**config.mk**
```make
export PLATFORM = sky130hd
export DESIGN_NAME = apb_uart_rx
export DESIGN_NICKNAME = d
export VERILOG_FILES = /design/src/design/uart_rx_pkg.sv /design/src/design/apb_rx_regs.sv /design/src/design/apb_uart_rx.sv /design/src/design/rx_bit_timer.sv /design/src/design/rx_frame_fsm.sv /design/src/design/rx_sampler.sv
export SDC_FILE = /design/constraint.sdc
export NUM_CORES = 1
export LEC_CHECK = 0
export ABC_AREA = 1
export CAP_MARGIN = 20
export CORE_MARGIN = 5
export CORE_UTILIZATION = 58
export CTS_CLUSTER_DIAMETER = 80
export DETAILED_ROUTE_END_ITERATION = 8
export DONT_BUFFER_PORTS = 1
export GPL_TIMING_DRIVEN = 0
export PLACE_DENSITY = 0.77
export SLEW_MARGIN = 25
export SYNTH_ARGS = -nofsm -noshare
export SYNTH_HDL_FRONTEND = slang
export SYNTH_HIERARCHICAL = 1
export SYNTH_SLANG_ARGS = --single-unit
```
**constraint.sdc**
```tcl
create_clock -name tb_clk -period 2.4 [get_ports tb_clk]
set_clock_uncertainty 0.1 [all_clocks]
set_input_delay 0.24 -clock tb_clk [delete_from_list [all_inputs] [get_ports tb_clk]]
set_output_delay 0.24 -clock tb_clk [all_outputs]
set_load 0.01 [all_outputs]
```
**src/design/uart_rx_pkg.sv**
```systemverilog
package uart_rx_pkg;

  //**************************************************************************
  // Widths
  //**************************************************************************
  // APB side
  localparam int unsigned apb_addr_width = 3;
  localparam int unsigned data_width = 8;

  // Receiver configuration fields
  localparam int unsigned bit_period_width = 14;
  localparam int unsigned data_size_width = 4;

  // Accepted word sizes in bits
  localparam int unsigned min_data_size = 5;
  localparam int unsigned max_data_size = 8;

  //**************************************************************************
  // Register map
  //**************************************************************************
  // Addresses 5 and 7 are holes in the map
  typedef enum logic [apb_addr_width-1:0] {
    addr_data_status  = 3'd0,
    addr_error_status = 3'd1,
    addr_period_low   = 3'd2,
    addr_period_high  = 3'd3,
    addr_data_size    = 3'd4,
    addr_rx_data      = 3'd6
  } reg_addr_e;

  // Bit period out of reset, in clock cycles
  localparam int unsigned default_bit_period = 10;

  //**************************************************************************
  // Shared structs
  //**************************************************************************
  // Receiver configuration from the register block
  typedef struct packed {
    logic [bit_period_width-1:0] bit_period;
    logic [data_size_width-1:0]  data_size;
  } rx_cfg_t;

  // Received frame, data right-justified
  typedef struct packed {
    logic [data_width-1:0] data;
    logic                  stop_bit;
  } rx_frame_t;

  // APB request from the bus master
  typedef struct packed {
    logic                      psel;
    logic                      penable;
    logic                      pwrite;
    logic [apb_addr_width-1:0] paddr;
    logic [data_width-1:0]     pwdata;
  } apb_req_t;

endpackage

```
**src/design/apb_rx_regs.sv**
```systemverilog
`timescale 1ns/100ps

module apb_rx_regs #(
  parameter int unsigned BIT_PERIOD_RESET = uart_rx_pkg::default_bit_period
) (
  input  logic                                tb_clk,
  input  logic                                rst,
  input  uart_rx_pkg::apb_req_t               apb_req,
  output logic [uart_rx_pkg::data_width-1:0]  prdata,
  output logic                                pslverr,
  input  uart_rx_pkg::rx_frame_t              frame,
  input  logic                                frame_done,
  output uart_rx_pkg::rx_cfg_t                cfg
);
  import uart_rx_pkg::*;

  reg_addr_e             addr;
  logic                  access;
  logic                  addr_err;
  logic                  ro_err;
  logic                  size_err;
  logic                  acc_err;
  logic                  wr_en;
  logic                  rd_clr;
  logic [data_width-1:0] rd_mux;

  // Status flags and the single word buffer
  logic                  data_ready;
  logic                  framing;
  logic                  overrun;
  logic [data_width-1:0] rx_buf;

  //**************************************************************************
  // Access decode
  //**************************************************************************
  // Access phase of a transfer
  assign access = apb_req.psel && apb_req.penable;
  assign addr   = reg_addr_e'(apb_req.paddr);

  // Read mux and per-address checks
  always_comb begin
    addr_err = 1'b0;
    ro_err   = 1'b0;
    rd_mux   = '0;
    case (addr)
      addr_data_status: begin
        rd_mux = data_width'(data_ready);
        ro_err = apb_req.pwrite;
      end
      addr_error_status: begin
        rd_mux = data_width'({overrun, framing});
        ro_err = apb_req.pwrite;
      end
      addr_period_low:  rd_mux = cfg.bit_period[7:0];
      addr_period_high: rd_mux = data_width'(cfg.bit_period[bit_period_width-1:8]);
      addr_data_size:   rd_mux = data_width'(cfg.data_size);
      addr_rx_data: begin
        rd_mux = rx_buf;
        ro_err = apb_req.pwrite;
      end
      // Holes at 5 and 7
      default: addr_err = 1'b1;
    endcase
  end

  // Size register only takes 5 to 8
  assign size_err = (addr == addr_data_size) && apb_req.pwrite &&
                    ((apb_req.pwdata < data_width'(min_data_size)) ||
                     (apb_req.pwdata > data_width'(max_data_size)));

  assign acc_err = addr_err || ro_err || size_err;

  // Bus outputs are zero outside the access phase
  assign pslverr = access && acc_err;
  assign prdata  = (access && !acc_err && !apb_req.pwrite) ? rd_mux : '0;

  assign wr_en  = access && apb_req.pwrite && !acc_err;
  // Reading the word consumes it
  assign rd_clr = access && !apb_req.pwrite && (addr == addr_rx_data);

  //**************************************************************************
  // Configuration registers
  //**************************************************************************
  always_ff @(posedge tb_clk) begin
    if (rst) begin
      cfg.bit_period <= bit_period_width'(BIT_PERIOD_RESET);
      cfg.data_size  <= data_size_width'(max_data_size);
    end else if (wr_en) begin
      case (addr)
        addr_period_low:  cfg.bit_period[7:0] <= apb_req.pwdata;
        // Two top bits of the byte are dropped
        addr_period_high: cfg.bit_period[bit_period_width-1:8] <= apb_req.pwdata[5:0];
        addr_data_size:   cfg.data_size <= apb_req.pwdata[data_size_width-1:0];
        default: ;
      endcase
    end
  end

  //**************************************************************************
  // Status flags
  //**************************************************************************
  always_ff @(posedge tb_clk) begin
    if (rst) begin
      data_ready <= 1'b0;
      framing    <= 1'b0;
      overrun    <= 1'b0;
    end else begin
      if (rd_clr) begin
        data_ready <= 1'b0;
        overrun    <= 1'b0;
      end
      if (frame_done) begin
        if (frame.stop_bit) begin
          framing    <= 1'b0;
          data_ready <= 1'b1;
          // Old word never read
          if (data_ready && !rd_clr) begin
            overrun <= 1'b1;
          end
        end else begin
          // Bad stop bit leaves the buffer untouched
          framing <= 1'b1;
        end
      end
    end
  end

  // Newest good word only
  always_ff @(posedge tb_clk) begin
    if (frame_done && frame.stop_bit) begin
      rx_buf <= frame.data;
    end
  end

endmodule

```
**src/design/apb_uart_rx.sv**
```systemverilog
`timescale 1ns/100ps

module apb_uart_rx #(
  parameter int unsigned BIT_PERIOD_RESET = uart_rx_pkg::default_bit_period,
  parameter int unsigned SYNC_STAGES = 2
) (
  input  logic                                tb_clk,
  input  logic                                rst,
  input  logic                                serial_in,
  input  uart_rx_pkg::apb_req_t               apb_req,
  output logic [uart_rx_pkg::data_width-1:0]  prdata,
  output logic                                pslverr
);
  import uart_rx_pkg::*;

  // Configuration and received frame
  rx_cfg_t   cfg;
  rx_frame_t frame;

  // Synchronized serial line
  logic line_sync;

  // FSM strobes
  logic timer_start_half;
  logic timer_start_full;
  logic sample_bit;
  logic sample_stop;
  logic frame_done;

  // Timer status
  logic bit_tick;
  logic last_bit;

  //**************************************************************************
  // Register block
  //**************************************************************************
  apb_rx_regs #(
    .BIT_PERIOD_RESET(BIT_PERIOD_RESET)
  ) apb_rx_regs_inst (
    .tb_clk    (tb_clk),
    .rst       (rst),
    .apb_req   (apb_req),
    .prdata    (prdata),
    .pslverr   (pslverr),
    .frame     (frame),
    .frame_done(frame_done),
    .cfg       (cfg)
  );

  //**************************************************************************
  // Receive path
  //**************************************************************************
  rx_frame_fsm rx_frame_fsm_inst (
    .tb_clk          (tb_clk),
    .rst             (rst),
    .line_sync       (line_sync),
    .bit_tick        (bit_tick),
    .last_bit        (last_bit),
    .timer_start_half(timer_start_half),
    .timer_start_full(timer_start_full),
    .sample_bit      (sample_bit),
    .sample_stop     (sample_stop),
    .frame_done      (frame_done)
  );

  rx_bit_timer rx_bit_timer_inst (
    .tb_clk          (tb_clk),
    .rst             (rst),
    .cfg             (cfg),
    .timer_start_half(timer_start_half),
    .timer_start_full(timer_start_full),
    .sample_bit      (sample_bit),
    .bit_tick        (bit_tick),
    .last_bit        (last_bit)
  );

  rx_sampler #(
    .SYNC_STAGES(SYNC_STAGES)
  ) rx_sampler_inst (
    .tb_clk     (tb_clk),
    .rst        (rst),
    .serial_in  (serial_in),
    .cfg        (cfg),
    .sample_bit (sample_bit),
    .sample_stop(sample_stop),
    .line_sync  (line_sync),
    .frame      (frame)
  );

endmodule

```
**src/design/rx_bit_timer.sv**
```systemverilog
`timescale 1ns/100ps

module rx_bit_timer (
  input  logic                 tb_clk,
  input  logic                 rst,
  input  uart_rx_pkg::rx_cfg_t cfg,
  input  logic                 timer_start_half,
  input  logic                 timer_start_full,
  input  logic                 sample_bit,
  output logic                 bit_tick,
  output logic                 last_bit
);
  import uart_rx_pkg::*;

  logic [bit_period_width-1:0] cycle_cnt;
  logic [bit_period_width-1:0] load_val;
  logic                        running;
  logic [data_size_width-1:0]  bit_cnt;

  //**************************************************************************
  // Cycle counter
  //**************************************************************************
  // Load one less, so the tick lands N cycles after the strobe
  always_comb begin
    if (timer_start_half) begin
      load_val = (cfg.bit_period >> 1) - 1'b1;
    end else begin
      load_val = cfg.bit_period - 1'b1;
    end
  end

  always_ff @(posedge tb_clk) begin
    if (rst) begin
      cycle_cnt <= '0;
      running   <= 1'b0;
    end else if (timer_start_half || timer_start_full) begin
      cycle_cnt <= load_val;
      running   <= 1'b1;
    end else if (running) begin
      if (cycle_cnt == '0) begin
        // One shot until the next load
        running <= 1'b0;
      end else begin
        cycle_cnt <= cycle_cnt - 1'b1;
      end
    end
  end

  assign bit_tick = running && (cycle_cnt == '0);

  //**************************************************************************
  // Data bit counter
  //**************************************************************************
  always_ff @(posedge tb_clk) begin
    if (rst) begin
      bit_cnt <= '0;
    end else if (timer_start_half) begin
      // New frame
      bit_cnt <= '0;
    end else if (sample_bit) begin
      bit_cnt <= bit_cnt + 1'b1;
    end
  end

  assign last_bit = (bit_cnt == cfg.data_size);

endmodule

```
**src/design/rx_frame_fsm.sv**
```systemverilog
`timescale 1ns/100ps

module rx_frame_fsm (
  input  logic tb_clk,
  input  logic rst,
  input  logic line_sync,
  input  logic bit_tick,
  input  logic last_bit,
  output logic timer_start_half,
  output logic timer_start_full,
  output logic sample_bit,
  output logic sample_stop,
  output logic frame_done
);

  typedef enum logic [2:0] {
    st_idle,
    st_start,
    st_data,
    st_stop,
    st_done
  } state_e;

  state_e state;
  state_e state_next;

  // Line level of the previous cycle, for falling edge detect
  logic line_prev;

  //**************************************************************************
  // State and edge registers
  //**************************************************************************
  always_ff @(posedge tb_clk) begin
    if (rst) begin
      state     <= st_idle;
      line_prev <= 1'b1;
    end else begin
      state     <= state_next;
      line_prev <= line_sync;
    end
  end

  //**************************************************************************
  // Next state and strobes
  //**************************************************************************
  always_comb begin
    state_next       = state;
    timer_start_half = 1'b0;
    timer_start_full = 1'b0;
    sample_bit       = 1'b0;
    sample_stop      = 1'b0;
    frame_done       = 1'b0;
    case (state)
      // Only a falling edge starts a frame, not a line stuck low
      st_idle: begin
        if (line_prev && !line_sync) begin
          timer_start_half = 1'b1;
          state_next       = st_start;
        end
      end
      // Middle of the start bit
      st_start: begin
        if (bit_tick) begin
          if (!line_sync) begin
            timer_start_full = 1'b1;
            state_next       = st_data;
          end else begin
            // Glitch rather than a start bit
            state_next = st_idle;
          end
        end
      end
      // One bit per period until the size is reached
      st_data: begin
        if (last_bit) begin
          state_next = st_stop;
        end else if (bit_tick) begin
          sample_bit       = 1'b1;
          timer_start_full = 1'b1;
        end
      end
      // Timer still runs from the last data bit
      st_stop: begin
        if (bit_tick) begin
          sample_stop = 1'b1;
          state_next  = st_done;
        end
      end
      st_done: begin
        frame_done = 1'b1;
        state_next = st_idle;
      end
      default: state_next = st_idle;
    endcase
  end

endmodule

```
**src/design/rx_sampler.sv**
```systemverilog
`timescale 1ns/100ps

module rx_sampler #(
  parameter int unsigned SYNC_STAGES = 2
) (
  input  logic                    tb_clk,
  input  logic                    rst,
  input  logic                    serial_in,
  input  uart_rx_pkg::rx_cfg_t    cfg,
  input  logic                    sample_bit,
  input  logic                    sample_stop,
  output logic                    line_sync,
  output uart_rx_pkg::rx_frame_t  frame
);
  import uart_rx_pkg::*;

  // At least two stages
  logic [SYNC_STAGES-1:0]     sync_q;
  logic [data_width-1:0]      shift_q;
  logic                       stop_q;
  logic [data_size_width-1:0] shift_amt;

  //**************************************************************************
  // Line synchronizer
  //**************************************************************************
  // Idle line is high
  always_ff @(posedge tb_clk) begin
    if (rst) begin
      sync_q <= '1;
    end else begin
      sync_q <= {sync_q[SYNC_STAGES-2:0], serial_in};
    end
  end

  assign line_sync = sync_q[SYNC_STAGES-1];

  //**************************************************************************
  // Data and stop capture
  //**************************************************************************
  // LSB first, so bits enter at the top and move down
  always_ff @(posedge tb_clk) begin
    if (sample_bit) begin
      shift_q <= {line_sync, shift_q[data_width-1:1]};
    end
  end

  always_ff @(posedge tb_clk) begin
    if (sample_stop) begin
      stop_q <= line_sync;
    end
  end

  // Short words sit high in the register
  assign shift_amt = data_size_width'(max_data_size) - cfg.data_size;

  // Zero fill clears the bits above the word
  assign frame.data     = shift_q >> shift_amt;
  assign frame.stop_bit = stop_q;

endmodule

```
==> run_results.csv <==
group,metric,value,unit
status,outcome,"finished with violations",
status,failed_checks,"setup timing",
sta,fmax,0.384,GHz
sta,drv_slew,0,
global_route,grt_max_degree,14,
pwr,p_switching,2.12,mW
drt,routed_wl,10800,µm
pwr,pwr-share-seq,0.257,
pwr,pwr-share-comb,0.579,
hold_path,whs_endpoint,"apb_rx_regs_inst/cfg[7]",
placed_design,port_buffers,0,
flow_run,maxCapViolations,0,
sta,setup_ws,-0.202,ns
cts,cts.sinks,63,
pwr,netSwitchingFraction,0.412,
cts,clockBufferDepth,2,
drt,drc,0,
floorplanning,ios,26,
sta,whs,0.0819,ns
cells_and_area,syn2layout_area_growth,24.8,%
sta,slew_headroom,0.628,
cells_and_area,fin_util,0.747,
critical_path,cp.required,2.54,ns
global_route,grt_pass1_vias,3593,
critical_path,r2r-end,"rx_bit_timer_inst/cycle_cnt[13]",
synth,syn-num-nets,599,
placed_design,numPlacedInstances,675,
critical_path,critPathMaxFanout,8,
cts,cts_tree,"built",
hold_path,hp-start,"apb_req[10]",
pwr,vdd_drop_max,651,µV
critical_path,crit_path_start_kind,"register",
critical_path,crit_type,"register to register",
cts,root_buffer,"clkbuf_8",
placed_design,place.gp.congestion,0.883,
cells_and_area,nFillCells,473,
cts,cts_buffers,9,
pwr,clkPwrFrac,0.164,
pwr,p_total,5.14,mW
sta,setup_viol,13,
hold_path,min_path_cells,3,
cells_and_area,final_common_cell,"nand2_1",
pwr,leakagePower,2.36,nW
cells_and_area,fin_cells,734,
synth,synth_top_cell_area_share,0.226,
synth,yosys_warnings,6,
global_route,antenna_found_initial,0,
drt,drtIter0Drc,290,
hold_path,hold_path_class,"input port to register",
global_route,globalRouteTotalUtil,0.236,
synth,ys_seq_area_frac,0.352,
synth,netlist_instances,579,
drt,first_pass_iters,5,
floorplanning,core.rowCount,30,
global_route,overflow,0,
drt,ant_nets,0,
synth,ys.flop_type,"dfxtp_1",
floorplanning,die_h,93.7,µm
synth,synth_area_leaders,"dfxtp_1 (23%), nand2_1 (14%), edfxtp_1 (13%)",
critical_path,r2r_cells,20,
critical_path,r2r_slack,-0.20,ns
pwr,p_int,3.02,mW
cts,htreeDepth,3,
sta,rsz0062_at_grt,"yes",
synth,synth_edf_count,17,
cells_and_area,diodes,0,
placed_design,hpwlAfterDp,6960,µm
synth,yosysTopAreaCell,"dfxtp_1",
cts,clkLatencyLatePin,0.34,ns
cells_and_area,drive_above_1_share,0.281,
synth,async_flop_share,0,
placed_design,pre_cts_ws,-0.380,ns
floorplanning,start_util,0.599,
global_route,grt_first_pass_wirelength,16400,µm
cts,clkTransAtPathRegs,0.07,ns
synth,synth-seq-cells,63,
critical_path,cp_data_arrival_time,2.74,ns
cells_and_area,layout_common_cells,"nand2_1 (142), nor2_1 (75), inv_1 (67)",
floorplanning,core_area,6790,µm²
sta,hold_violations,0,
sta,min_period_over_period,1.08,
critical_path,endpoint_kind,"register",
synth,synthesis.area,4070,µm²
drt,vias_per_cell,5.47,
sta,worstMarginPinSlew,0.558,ns
drt,post_drt_wl_per_cell,14.8,µm
critical_path,r2r_start,"rx_bit_timer_inst/cycle_cnt[11]",
synth,syn_area_per_cell,7.03,µm²
cells_and_area,fin_nets,653,
floorplanning,dieArea,8790,µm²
drt,vias,4013,
synth,synth.distinct_cells,46,
pwr,p_per_area,1010,nW/µm²
floorplanning,die_x,93.7,µm
sta,fin_crit,2.60,ns
[cell families after synthesis]
| family | after synthesis | share of synthesized area |
|---|---|---|
| DFF | 63 | 0.352 |
| and+or+nand+nor | 361 | 0.434 |
| buffers and inverters | 102 | 0.126 |
| AOI/OAI and AO/OA | 43 | 0.0624 |
| muxes | 1 | 0.00246 |
| xor gates and xnor gates | 6 | 0.0148 |
| adders and majority gates | 3 | 0.00923 |
[flip-flops by register name, indices dropped and copies added (netlist names)]
| name | count |
|---|---|
| rx_bit_timer_inst/running | 1 |
| rx_sampler_inst/shift_q | 8 |
| rx_frame_fsm_inst/state | 3 |
| rx_bit_timer_inst/bit_cnt | 4 |
| rx_sampler_inst/sync_q | 2 |
| rx_sampler_inst/stop_q | 1 |
| rx_bit_timer_inst/cycle_cnt | 14 |
| apb_rx_regs_inst/rx_buf | 8 |
| rx_frame_fsm_inst/line_prev | 1 |
| apb_rx_regs_inst/data_ready | 1 |
| apb_rx_regs_inst/overrun | 1 |
| apb_rx_regs_inst/cfg | 18 |
| apb_rx_regs_inst/framing | 1 |
[critical path, cell delays in order, from the launching register on]
cell	delay, ns
dfxtp_2	0.33
inv_2	0.05
nand4_1	0.15
nor3_2	0.22
nand2_1	0.13
nor2_2	0.12
inv_2	0.06
a21oi_2	0.12
buf_6	0.14
nor2_4	0.05
buf_6	0.14
nand2_1	0.11
nand3_4	0.12
nor2_4	0.13
nand2_1	0.09
nor2_1	0.12
nand2_1	0.08
nand2_1	0.06
nand3_1	0.06
nand2_1	0.07
inv_1	0.05
[Yosys cell counts, types with 4 or more instances]
master    instances
o21ai_0          11
a31oi_1           4
buf_6             7
nand2_1         151
nand3_2          13
edfxtp_1         17
nor3_1            4
dfxtp_1          46
nand3_4           4
inv_1            77
a22oi_1           4
nand4_1           7
inv_2             5
nor2_1           83
nand2_2          10
nor2_2           10
nand3_1          58
a21oi_1          15
or2_2             4
nor2_4            5
o22ai_1           5
[power by group through the flow]
stage	Combinational [mW]	Sequential (mW)	Clock, mW
6_report	2.98	1.32	0.846
5_1_grt	3.17	1.34	0.917
4_1_cts	2.49	1.31	0.858
3_5_place_dp	1.77	1.32	0
3_3_place_gp	1.73	1.31	0
2_1_floorplan	1.48	1.29	0
[layer usage]
metal	track usage	part of all wire	wire length, µm	vias to the layer above
met5	0	0	0	-
met4	0.0975	0.026	278	0
met3	0.0545	0.070	755	34
met2	0.374	0.48	5170	157
met1	0.308	0.43	4630	1869
li1	-	-	-	1953
[through the flow]
stage,setup TNS [ns],area [µm²]
finish,-1.65,5080
global route,-2.98,5080
CTS,-1.65,4790
detailed placement,-4.07,4200
global placement,-3.14,4200
floorplan,0,4080
[worst max-delay path by stage]
stage	start	to	slack, ns	cells after the start
global route	rx_bit_timer_inst/cycle_cnt[11]	rx_bit_timer_inst/cycle_cnt[13]	-0.36	20
finish	rx_bit_timer_inst/cycle_cnt[11]	rx_bit_timer_inst/cycle_cnt[13]	-0.20	20
CTS	rx_bit_timer_inst/cycle_cnt[8]	rx_bit_timer_inst/cycle_cnt[13]	-0.16	20
detailed placement	rx_bit_timer_inst/cycle_cnt[11]	rx_bit_timer_inst/cycle_cnt[10]	-0.38	20
floorplan	rx_bit_timer_inst/bit_cnt[1]	rx_bit_timer_inst/cycle_cnt[10]	0.0007	17
global placement	rx_bit_timer_inst/cycle_cnt[10]	rx_bit_timer_inst/cycle_cnt[10]	-0.34	20
[area by class of cell]
type                       count  area (µm²)  area share
clock inverter                 3        17.5     0.00345
inverter                      85         329      0.0648
timing repair buffer          43         369      0.0727
sequential                    63        1450       0.286
tap                           96         120      0.0237
clock buffer                  13         160      0.0315
multi-input combinational    414        2430       0.479
buffer                        17         200      0.0394
[what timing repair did]
action                                 in CTS  in global routing
setup endpoints to repair                  25                 34
cloned                                      0                  1
endpoints found under the hold margin      27                  0
setup buffers                              21                 12
hold buffers                               10                  0
gates resized for setup                    54                 42
pin swaps                                  21                 27
Power figures use the tool's default switching activity.
